`src/logic/access_pkg.sv`:
```
/*
 * access_pkg
 * chip access modes and per-register access permissions
 */
package access_pkg;

    // mode machine states
    typedef enum logic [1:0] {
        MODE_EFUSE = 2'd0,
        MODE_CFG   = 2'd1,
        MODE_TEST  = 2'd2
    } access_mode_e;

    // ====================
    // permissions
    // ====================
    // one bit per source, eFuse never reads
    localparam bit PERM_CTRL_TEST_WR  = 1'b1;
    localparam bit PERM_CTRL_TEST_RD  = 1'b1;
    localparam bit PERM_CTRL_CFG_WR   = 1'b1;
    localparam bit PERM_CTRL_CFG_RD   = 1'b1;
    localparam bit PERM_CTRL_SPI_WR   = 1'b1;
    localparam bit PERM_CTRL_SPI_RD   = 1'b1;
    localparam bit PERM_CTRL_EFUSE_WR = 1'b0;

    // trim is the eFuse target, read-only for cfg
    localparam bit PERM_TRIM_TEST_WR  = 1'b1;
    localparam bit PERM_TRIM_TEST_RD  = 1'b1;
    localparam bit PERM_TRIM_CFG_WR   = 1'b0;
    localparam bit PERM_TRIM_CFG_RD   = 1'b1;
    localparam bit PERM_TRIM_SPI_WR   = 1'b0;
    localparam bit PERM_TRIM_SPI_RD   = 1'b0;
    localparam bit PERM_TRIM_EFUSE_WR = 1'b1;

    localparam bit PERM_GAIN_TEST_WR  = 1'b1;
    localparam bit PERM_GAIN_TEST_RD  = 1'b1;
    localparam bit PERM_GAIN_CFG_WR   = 1'b1;
    localparam bit PERM_GAIN_CFG_RD   = 1'b1;
    localparam bit PERM_GAIN_SPI_WR   = 1'b1;
    localparam bit PERM_GAIN_SPI_RD   = 1'b1;
    localparam bit PERM_GAIN_EFUSE_WR = 1'b0;

    // status only writable in test mode
    localparam bit PERM_STAT_TEST_WR  = 1'b1;
    localparam bit PERM_STAT_TEST_RD  = 1'b1;
    localparam bit PERM_STAT_CFG_WR   = 1'b0;
    localparam bit PERM_STAT_CFG_RD   = 1'b1;
    localparam bit PERM_STAT_SPI_WR   = 1'b0;
    localparam bit PERM_STAT_SPI_RD   = 1'b1;
    localparam bit PERM_STAT_EFUSE_WR = 1'b0;

endpackage

```
`src/logic/regbank_pkg.sv`:
```
/*
 * regbank_pkg
 * widths, word types, register map and reset values of the control
 * register bank
 */
package regbank_pkg;

    // ====================
    // widths
    // ====================
    localparam int REG_DW = 8;
    localparam int REG_AW = 8;

    // one data word, one register address
    typedef logic [REG_DW-1:0] reg_data_t;
    typedef logic [REG_AW-1:0] reg_addr_t;

    // ====================
    // register map
    // ====================
    localparam reg_addr_t ADDR_CTRL = 8'h00;
    localparam reg_addr_t ADDR_TRIM = 8'h01;
    localparam reg_addr_t ADDR_GAIN = 8'h02;
    localparam reg_addr_t ADDR_STAT = 8'h03;

    // ====================
    // reset values
    // ====================
    // trim sits mid-scale until eFuse or CPU loads it
    localparam reg_data_t DEF_CTRL = 8'h00;
    localparam reg_data_t DEF_TRIM = 8'h80;
    localparam reg_data_t DEF_GAIN = 8'h10;
    localparam reg_data_t DEF_STAT = 8'h00;

endpackage
```
`src/logic/regbank_top.sv`:
```
/*
 * regbank_top
 * four-register control bank, request capture, mode machine and
 * registers, then registered read data
 */
module regbank_top
    import regbank_pkg::*, access_pkg::*;
(
    input  logic         i_clk,
    input  logic         i_rst_n,
    input  logic         i_wen,
    input  logic         i_ren,
    input  reg_addr_t    i_addr,
    input  reg_data_t    i_wdata,
    input  logic         i_spi_en,
    input  logic         i_efuse_done,
    input  logic         i_test_entry,
    input  logic         i_test_exit,
    input  reg_data_t    i_stat_lgc_wen,
    input  reg_data_t    i_stat_lgc_wdata,
    input  reg_data_t    i_trim_lgc_wen,
    input  reg_data_t    i_trim_lgc_wdata,
    output reg_data_t    o_rdata,
    output logic         o_rdata_vld,
    output reg_data_t    o_ctrl,
    output reg_data_t    o_trim,
    output reg_data_t    o_gain,
    output reg_data_t    o_stat,
    output access_mode_e o_mode
);

    // captured request
    logic      req_wen;
    logic      req_ren;
    reg_addr_t req_addr;
    reg_data_t req_wdata;
    // mode levels
    logic      test_en;
    logic      cfg_en;
    logic      efuse_en;
    // per-register read words
    reg_data_t rdata_ctrl;
    reg_data_t rdata_trim;
    reg_data_t rdata_gain;
    reg_data_t rdata_stat;

    // ====================
    // stage 1, capture
    // ====================
    cpu_req_stage u_cpu_req_stage (
        .i_clk   (i_clk),
        .i_rst_n (i_rst_n),
        .i_wen   (i_wen),
        .i_ren   (i_ren),
        .i_addr  (i_addr),
        .i_wdata (i_wdata),
        .o_wen   (req_wen),
        .o_ren   (req_ren),
        .o_addr  (req_addr),
        .o_wdata (req_wdata)
    );

    // ====================
    // stage 2, registers
    // ====================
    access_mode_fsm u_access_mode_fsm (
        .i_clk        (i_clk),
        .i_rst_n      (i_rst_n),
        .i_efuse_done (i_efuse_done),
        .i_test_entry (i_test_entry),
        .i_test_exit  (i_test_exit),
        .o_test_en    (test_en),
        .o_cfg_en     (cfg_en),
        .o_efuse_en   (efuse_en),
        .o_mode       (o_mode)
    );

    // ctrl, no logic load
    rww_reg #(
        .DEFAULT_VAL          (DEF_CTRL),
        .REG_ADDR             (ADDR_CTRL),
        .SUPPORT_TEST_MODE_WR (PERM_CTRL_TEST_WR),
        .SUPPORT_TEST_MODE_RD (PERM_CTRL_TEST_RD),
        .SUPPORT_CFG_MODE_WR  (PERM_CTRL_CFG_WR),
        .SUPPORT_CFG_MODE_RD  (PERM_CTRL_CFG_RD),
        .SUPPORT_SPI_EN_WR    (PERM_CTRL_SPI_WR),
        .SUPPORT_SPI_EN_RD    (PERM_CTRL_SPI_RD),
        .SUPPORT_EFUSE_WR     (PERM_CTRL_EFUSE_WR)
    ) u_reg_ctrl (
        .i_clk               (i_clk),
        .i_rst_n             (i_rst_n),
        .i_wen               (req_wen),
        .i_ren               (req_ren),
        .i_test_st_reg_en    (test_en),
        .i_cfg_st_reg_en     (cfg_en),
        .i_spi_ctrl_reg_en   (i_spi_en),
        .i_efuse_ctrl_reg_en (efuse_en),
        .i_addr              (req_addr),
        .i_wdata             (req_wdata),
        .i_lgc_wen           ('0),
        .i_lgc_wdata         ('0),
        .o_rdata             (rdata_ctrl),
        .o_reg_data          (o_ctrl)
    );

    // trim, loaded by eFuse logic
    rww_reg #(
        .DEFAULT_VAL          (DEF_TRIM),
        .REG_ADDR             (ADDR_TRIM),
        .SUPPORT_TEST_MODE_WR (PERM_TRIM_TEST_WR),
        .SUPPORT_TEST_MODE_RD (PERM_TRIM_TEST_RD),
        .SUPPORT_CFG_MODE_WR  (PERM_TRIM_CFG_WR),
        .SUPPORT_CFG_MODE_RD  (PERM_TRIM_CFG_RD),
        .SUPPORT_SPI_EN_WR    (PERM_TRIM_SPI_WR),
        .SUPPORT_SPI_EN_RD    (PERM_TRIM_SPI_RD),
        .SUPPORT_EFUSE_WR     (PERM_TRIM_EFUSE_WR)
    ) u_reg_trim (
        .i_clk               (i_clk),
        .i_rst_n             (i_rst_n),
        .i_wen               (req_wen),
        .i_ren               (req_ren),
        .i_test_st_reg_en    (test_en),
        .i_cfg_st_reg_en     (cfg_en),
        .i_spi_ctrl_reg_en   (i_spi_en),
        .i_efuse_ctrl_reg_en (efuse_en),
        .i_addr              (req_addr),
        .i_wdata             (req_wdata),
        .i_lgc_wen           (i_trim_lgc_wen),
        .i_lgc_wdata         (i_trim_lgc_wdata),
        .o_rdata             (rdata_trim),
        .o_reg_data          (o_trim)
    );

    // gain, no logic load
    rww_reg #(
        .DEFAULT_VAL          (DEF_GAIN),
        .REG_ADDR             (ADDR_GAIN),
        .SUPPORT_TEST_MODE_WR (PERM_GAIN_TEST_WR),
        .SUPPORT_TEST_MODE_RD (PERM_GAIN_TEST_RD),
        .SUPPORT_CFG_MODE_WR  (PERM_GAIN_CFG_WR),
        .SUPPORT_CFG_MODE_RD  (PERM_GAIN_CFG_RD),
        .SUPPORT_SPI_EN_WR    (PERM_GAIN_SPI_WR),
        .SUPPORT_SPI_EN_RD    (PERM_GAIN_SPI_RD),
        .SUPPORT_EFUSE_WR     (PERM_GAIN_EFUSE_WR)
    ) u_reg_gain (
        .i_clk               (i_clk),
        .i_rst_n             (i_rst_n),
        .i_wen               (req_wen),
        .i_ren               (req_ren),
        .i_test_st_reg_en    (test_en),
        .i_cfg_st_reg_en     (cfg_en),
        .i_spi_ctrl_reg_en   (i_spi_en),
        .i_efuse_ctrl_reg_en (efuse_en),
        .i_addr              (req_addr),
        .i_wdata             (req_wdata),
        .i_lgc_wen           ('0),
        .i_lgc_wdata         ('0),
        .o_rdata             (rdata_gain),
        .o_reg_data          (o_gain)
    );

    // status, set by on-chip logic
    rww_reg #(
        .DEFAULT_VAL          (DEF_STAT),
        .REG_ADDR             (ADDR_STAT),
        .SUPPORT_TEST_MODE_WR (PERM_STAT_TEST_WR),
        .SUPPORT_TEST_MODE_RD (PERM_STAT_TEST_RD),
        .SUPPORT_CFG_MODE_WR  (PERM_STAT_CFG_WR),
        .SUPPORT_CFG_MODE_RD  (PERM_STAT_CFG_RD),
        .SUPPORT_SPI_EN_WR    (PERM_STAT_SPI_WR),
        .SUPPORT_SPI_EN_RD    (PERM_STAT_SPI_RD),
        .SUPPORT_EFUSE_WR     (PERM_STAT_EFUSE_WR)
    ) u_reg_stat (
        .i_clk               (i_clk),
        .i_rst_n             (i_rst_n),
        .i_wen               (req_wen),
        .i_ren               (req_ren),
        .i_test_st_reg_en    (test_en),
        .i_cfg_st_reg_en     (cfg_en),
        .i_spi_ctrl_reg_en   (i_spi_en),
        .i_efuse_ctrl_reg_en (efuse_en),
        .i_addr              (req_addr),
        .i_wdata             (req_wdata),
        .i_lgc_wen           (i_stat_lgc_wen),
        .i_lgc_wdata         (i_stat_lgc_wdata),
        .o_rdata             (rdata_stat),
        .o_reg_data          (o_stat)
    );

    // ====================
    // stage 3, read data
    // ====================
    rdata_stage u_rdata_stage (
        .i_clk        (i_clk),
        .i_rst_n      (i_rst_n),
        .i_ren        (req_ren),
        .i_rdata_ctrl (rdata_ctrl),
        .i_rdata_trim (rdata_trim),
        .i_rdata_gain (rdata_gain),
        .i_rdata_stat (rdata_stat),
        .o_rdata      (o_rdata),
        .o_rdata_vld  (o_rdata_vld)
    );

endmodule

```
`src/logic/rdata_stage.sv`:
```
/*
 * rdata_stage
 * merges the register read words and returns them one cycle later
 * with a valid pulse
 */
module rdata_stage
    import regbank_pkg::*;
(
    input  logic      i_clk,
    input  logic      i_rst_n,
    input  logic      i_ren,
    input  reg_data_t i_rdata_ctrl,
    input  reg_data_t i_rdata_trim,
    input  reg_data_t i_rdata_gain,
    input  reg_data_t i_rdata_stat,
    output reg_data_t o_rdata,
    output logic      o_rdata_vld
);

    reg_data_t rdata_or;

    // at most one word is non-zero
    assign rdata_or = i_rdata_ctrl | i_rdata_trim | i_rdata_gain | i_rdata_stat;

    // valid follows every read strobe, denied or unmapped ones too
    always_ff @(posedge i_clk or negedge i_rst_n) begin
        if (!i_rst_n) begin
            o_rdata_vld <= 1'b0;
            o_rdata     <= '0;
        end else begin
            o_rdata_vld <= i_ren;
            o_rdata     <= rdata_or;
        end
    end

endmodule

```
`src/logic/rww_reg.sv`:
```
/*
 * rww_reg
 * one control register, CPU read/write and logic load, with CPU
 * access gated by the active mode enables
 */
module rww_reg
    import regbank_pkg::*;
#(
    parameter reg_data_t DEFAULT_VAL          = '0,
    parameter reg_addr_t REG_ADDR             = '0,
    parameter bit        SUPPORT_TEST_MODE_WR = 1'b1,
    parameter bit        SUPPORT_TEST_MODE_RD = 1'b1,
    parameter bit        SUPPORT_CFG_MODE_WR  = 1'b1,
    parameter bit        SUPPORT_CFG_MODE_RD  = 1'b1,
    parameter bit        SUPPORT_SPI_EN_WR    = 1'b1,
    parameter bit        SUPPORT_SPI_EN_RD    = 1'b1,
    parameter bit        SUPPORT_EFUSE_WR     = 1'b1
) (
    input  logic      i_clk,
    input  logic      i_rst_n,
    input  logic      i_wen,
    input  logic      i_ren,
    input  logic      i_test_st_reg_en,
    input  logic      i_cfg_st_reg_en,
    input  logic      i_spi_ctrl_reg_en,
    input  logic      i_efuse_ctrl_reg_en,
    input  reg_addr_t i_addr,
    input  reg_data_t i_wdata,
    input  reg_data_t i_lgc_wen,
    input  reg_data_t i_lgc_wdata,
    output reg_data_t o_rdata,
    output reg_data_t o_reg_data
);

    logic      hit;
    logic      wr_ok;
    logic      rd_ok;
    logic      cpu_wr;
    logic      cpu_rd;
    reg_data_t reg_data;

    // ====================
    // access decode
    // ====================
    assign hit = (i_addr == REG_ADDR);

    // any active mode that allows it is enough
    assign wr_ok = (i_test_st_reg_en    & SUPPORT_TEST_MODE_WR) |
                   (i_cfg_st_reg_en     & SUPPORT_CFG_MODE_WR)  |
                   (i_spi_ctrl_reg_en   & SUPPORT_SPI_EN_WR)    |
                   (i_efuse_ctrl_reg_en & SUPPORT_EFUSE_WR);
    // no eFuse term, it never reads
    assign rd_ok = (i_test_st_reg_en  & SUPPORT_TEST_MODE_RD) |
                   (i_cfg_st_reg_en   & SUPPORT_CFG_MODE_RD)  |
                   (i_spi_ctrl_reg_en & SUPPORT_SPI_EN_RD);

    assign cpu_wr = i_wen & hit & wr_ok;
    assign cpu_rd = i_ren & hit & rd_ok;

    // ====================
    // storage
    // ====================
    // cpu write beats a logic load at the same edge
    always_ff @(posedge i_clk or negedge i_rst_n) begin
        if (!i_rst_n) begin
            reg_data <= DEFAULT_VAL;
        end else if (cpu_wr) begin
            reg_data <= i_wdata;
        end else if (|i_lgc_wen) begin
            // any enable bit loads the full word
            reg_data <= i_lgc_wdata;
        end
    end

    assign o_reg_data = reg_data;
    // zero unless selected, so the read mux is a plain OR
    assign o_rdata = cpu_rd ? reg_data : '0;

endmodule

```
`src/logic/access_mode_fsm.sv`:
```
/*
 * access_mode_fsm
 * chip access mode, eFuse load after reset, then configuration,
 * with entry and exit of test mode
 */
module access_mode_fsm
    import access_pkg::*;
(
    input  logic         i_clk,
    input  logic         i_rst_n,
    input  logic         i_efuse_done,
    input  logic         i_test_entry,
    input  logic         i_test_exit,
    output logic         o_test_en,
    output logic         o_cfg_en,
    output logic         o_efuse_en,
    output access_mode_e o_mode
);

    access_mode_e state;
    access_mode_e state_next;

    // ====================
    // next state
    // ====================
    always_comb begin
        state_next = state;
        case (state)
            // wait for eFuse shadow load
            MODE_EFUSE: if (i_efuse_done) state_next = MODE_CFG;
            MODE_CFG:   if (i_test_entry) state_next = MODE_TEST;
            MODE_TEST:  if (i_test_exit)  state_next = MODE_CFG;
            // unused code, fall back to the safe mode
            default:    state_next = MODE_EFUSE;
        endcase
    end

    always_ff @(posedge i_clk or negedge i_rst_n) begin
        if (!i_rst_n) begin
            state <= MODE_EFUSE;
        end else begin
            state <= state_next;
        end
    end

    // ====================
    // one-hot enables
    // ====================
    assign o_efuse_en = (state == MODE_EFUSE);
    assign o_cfg_en   = (state == MODE_CFG);
    assign o_test_en  = (state == MODE_TEST);

    // status copy
    assign o_mode = state;

endmodule

```
`src/logic/cpu_req_stage.sv`:
```
/*
 * cpu_req_stage
 * capture stage for the CPU bus, registers strobes, address and
 * write data ahead of the register decode
 */
module cpu_req_stage
    import regbank_pkg::*;
(
    input  logic      i_clk,
    input  logic      i_rst_n,
    input  logic      i_wen,
    input  logic      i_ren,
    input  reg_addr_t i_addr,
    input  reg_data_t i_wdata,
    output logic      o_wen,
    output logic      o_ren,
    output reg_addr_t o_addr,
    output reg_data_t o_wdata
);

    // strobes, cleared on reset
    always_ff @(posedge i_clk or negedge i_rst_n) begin
        if (!i_rst_n) begin
            o_wen <= 1'b0;
            o_ren <= 1'b0;
        end else begin
            o_wen <= i_wen;
            o_ren <= i_ren;
        end
    end

    // payload, only meaningful with a strobe
    always_ff @(posedge i_clk) begin
        o_addr  <= i_addr;
        o_wdata <= i_wdata;
    end

endmodule

```
`config.mk`:
```
export PLATFORM = sky130hd
export DESIGN_NAME = regbank_top
export DESIGN_NICKNAME = d
export VERILOG_FILES = /design/src/logic/access_pkg.sv /design/src/logic/regbank_pkg.sv /design/src/logic/regbank_top.sv /design/src/logic/rdata_stage.sv /design/src/logic/rww_reg.sv /design/src/logic/access_mode_fsm.sv /design/src/logic/cpu_req_stage.sv
export SDC_FILE = /design/constraint.sdc
export NUM_CORES = 1
export LEC_CHECK = 0
export BUFFER_PORTS_ARGS = -buffer_cell sky130_fd_sc_hd__buf_4
export CORE_MARGIN = 2
export CORE_UTILIZATION = 47
export DETAILED_ROUTE_END_ITERATION = 10
export HOLD_SLACK_MARGIN = 0.03
export PLACE_DENSITY = 0.86
export SETUP_SLACK_MARGIN = 0.15
export SLEW_MARGIN = 20
export SYNTH_ARGS = -nofsm -noshare
export SYNTH_HDL_FRONTEND = slang
export SYNTH_SLANG_ARGS = --single-unit
```
`constraint.sdc`:
```
create_clock -name i_clk -period 4.95 [get_ports i_clk]
set_clock_uncertainty 0.15 [all_clocks]
set_input_delay 0.99 -clock i_clk [delete_from_list [all_inputs] [get_ports i_clk]]
set_output_delay 0.99 -clock i_clk [all_outputs]
set_load 0.01 [all_outputs]
```
==> results.sh <==
export IMPL_ys_seq_area_frac=0.577
export IMPL_worstPathArrival_ns=2.58
export IMPL_antennaDiodeCount=0
export IMPL_async_flop_share=0.738
export IMPL_syn_nets=254
export IMPL_finalWorstSetupSlack_ns=2.47
export IMPL_antenna_found_initial=0
export IMPL_grt_pass1_wl_mm=9.76
export IMPL_grt_overflow=0
export IMPL_synth_seq_cells=61
export IMPL_outcome="finished, final reports clean"
export IMPL_crit_path_start="u_access_mode_fsm.o_mode[0]"
export IMPL_routed_wl_mm=6.29
export IMPL_track_usage=0.220
export IMPL_min_path_type="flip-flop to flip-flop"
export IMPL_drive_above_1_share=0.505
export IMPL_die_area_um2=5950
export IMPL_setup_viol=0
export IMPL_cts_max_path_buffers=2
export IMPL_htreeDepth=3
export IMPL_cts_resized=0
export IMPL_max_slew_margin=0.350
export IMPL_clockRootBuffer="clkbuf_8"
export IMPL_synth_edf_count=0
export IMPL_worstSetupStartpointType="flip-flop"
export IMPL_required_ns=5.05
export IMPL_max_clock_freq_mhz=403
export IMPL_placed_cell_area_um2=3310
export IMPL_setup_tns_ns=0
export IMPL_cellPowerDensity_nw_per_um2=344
export IMPL_clk_pin_slew_ns=0.07
export IMPL_leakage_uw=0.00175
export IMPL_grt_max_degree=46
export IMPL_numCtsBuffers=9
export IMPL_cts_tree="built"
export IMPL_first_global_vias=1999
export IMPL_cts_setup_buffers=0
export IMPL_routabilityCongestion=0.847
export IMPL_die_h_um=77.1
export IMPL_crit_path_end_kind="flip-flop"
export IMPL_syn2layout_area_growth_pct=39.2
export IMPL_hold_viol=0
export IMPL_min_from="u_cpu_req_stage.o_ren"
export IMPL_worst_path_max_fanout=8
export IMPL_fin_area_um2=3500
export IMPL_tightest_slew_ns=0.973
export IMPL_die_x_um=77.1
export IMPL_ys_types=30
export IMPL_initial_core_util=0.489
export IMPL_slew_violations=0
export IMPL_drc=0
export IMPL_clock_sinks=61
export IMPL_path_class="flip-flop to flip-flop"
export IMPL_wl_per_cell_um=16.9
export IMPL_synth_area_top_cells="dfrtp_1 43%, dfxtp_1 13%, mux2_2 11%, mux2_4 4.8%, a21oi_1 3.2%"
export IMPL_clk_latency_ns=0.34
export IMPL_synth_area_per_cell_um2=13.0
export IMPL_vias=2003
export IMPL_ant_nets=0
export IMPL_fin_crit_sh=0.501
export IMPL_dp_slack_ns=2.31
export IMPL_cap_viol_max_count=0
export IMPL_r2r_start="u_access_mode_fsm.o_mode[0]"
export IMPL_boundaryPins=99
export IMPL_yosys_area_top_type_share=0.428
export IMPL_avgViaCountPerCell=5.40
export IMPL_syn_inst=193
export IMPL_grt_setup_unrepaired="false"
export IMPL_synth_top_area_cell="dfrtp_1"
export IMPL_syn_area_um2=2510
export IMPL_synth_ff_type="dfrtp_1"
export IMPL_hpwl_mm=4.67
export IMPL_fin_nets=357
export IMPL_initialDrtViolationCount=104
export IMPL_holdBufCountCts=0
export IMPL_dr_pass1_iters=4
export IMPL_fin_crit_ns=2.48
export IMPL_ys_warn_count=0
export IMPL_ir_drop_mv=0.257
export IMPL_core_area_um2=5140
export IMPL_portBuffers=98
export IMPL_rows=26
[layout make-up]
type | count | area [µm²]
fillers | 391 | 1640
well taps | 70 | 87.6
flip-flops and latches | 61 | 1450
inverters | 5 | 18.8
clock buffers | 10 | 128
multi-input cells | 121 | 1010
clock inverters | 6 | 63.8
repair buffers | 98 | 736
[metal layers]
layer  vias up  GRT usage  wire length [µm]
met3        15     0.0941               519
met2        96      0.383              3240
met1       986      0.242              2400
met4         0     0.0714               124
li1        906          -                 -
met5         -          0                 0
[critical path: stages, from the launching register on]
cell and delay, ns:
dfrtp_1 0.44, inv_1 0.10, ha_1 0.35, nor2_1 0.11, nor3b_1 0.79, a22oi_1 0.24
a21oi_1 0.20
[synthesized netlist by cell type, types with 3 or more instances]
cell,n
nor2_1,13
nand2_1,12
dfxtp_1,16
inv_1,5
mux2i_1,8
ha_1,5
mux2_4,8
mux2_2,24
a22o_1,8
a21oi_1,16
nor4_1,4
dfrtp_1,43
a22oi_1,8
clkbuf_1,3
[power by group]
group / switching (µW) / internal (µW)
clock: 193 / 231
combinational: 111 / 107
sequential: 33.1 / 528
total: 337 / 866
[cell families (layout without fill, tap and decap cells)]
kind of cell / count (synthesis) / count (layout) / share of synthesized area
and+or+nand+nor: 41 / 41 / 0.100
AOI/OAI and AO/OA: 35 / 35 / 0.0916
adders and majority gates: 5 / 5 / 0.0249
DFF: 61 / 61 / 0.577
muxes: 40 / 40 / 0.187
buffers and inverters: 11 / 119 / 0.0194
[sequential cells by signal, indices dropped and copies added (netlist names), 2 cells and up]
name                      cells
u_cpu_req_stage.o_wdata       8
u_reg_trim.o_reg_data         8
u_rdata_stage.o_rdata         8
u_reg_ctrl.o_reg_data         8
u_cpu_req_stage.o_addr        8
u_access_mode_fsm.o_mode      2
u_reg_gain.o_reg_data         8
u_reg_stat.o_reg_data         8
[final timing paths]
path / to / slack (ns) / depth (start not counted)
setup reg to reg: u_rdata_stage.o_rdata[3] / 2.47 / 6
hold / removal: u_rdata_stage.o_rdata_vld / 0.24 / 0
max in group asynchronous: u_access_mode_fsm.o_mode[1] / 3.78 / 1
hold reg to reg: u_rdata_stage.o_rdata_vld / 0.24 / 0
min in group asynchronous: u_reg_ctrl.o_reg_data[4] / 0.49 / 1
setup / recovery: u_rdata_stage.o_rdata[3] / 2.47 / 6
[per-stage QoR]
step	instances	power [µW]	hold WS, ns	utilization
after floorplan	193	677	0.203	-
after global placement	355	773	0.211	0.643
after detailed placement	355	787	0.228	0.643
after CTS	371	1210	0.244	0.680
after global routing	371	1260	0.253	0.680
final	371	1200	0.239	0.680
[placed cells by master, fill, tap and decap left out, drive strengths merged]
| cell | instances |
|---|---|
| or4 | 1 |
| a222oi | 1 |
| and3b | 1 |
| or2 | 1 |
| a21oi | 16 |
| o21ai | 2 |
| a22o | 8 |
| nand4 | 1 |
| and2 | 1 |
| dfstp | 2 |
| nor2 | 13 |
| nor4 | 5 |
| clkinvlp | 2 |
| nor4b | 2 |
| clkinv | 3 |
| bufinv | 1 |
| a22oi | 8 |
| buf | 98 |
| nand3 | 2 |
| nor3b | 1 |
| dfxtp | 16 |
| inv | 5 |
| dfrtp | 43 |
| and3 | 1 |
| nand2 | 12 |
| clkbuf | 10 |
| mux2i | 8 |
| ha | 5 |
| mux2 | 32 |
No activity file was read; power rests on OpenSTA's default activity.
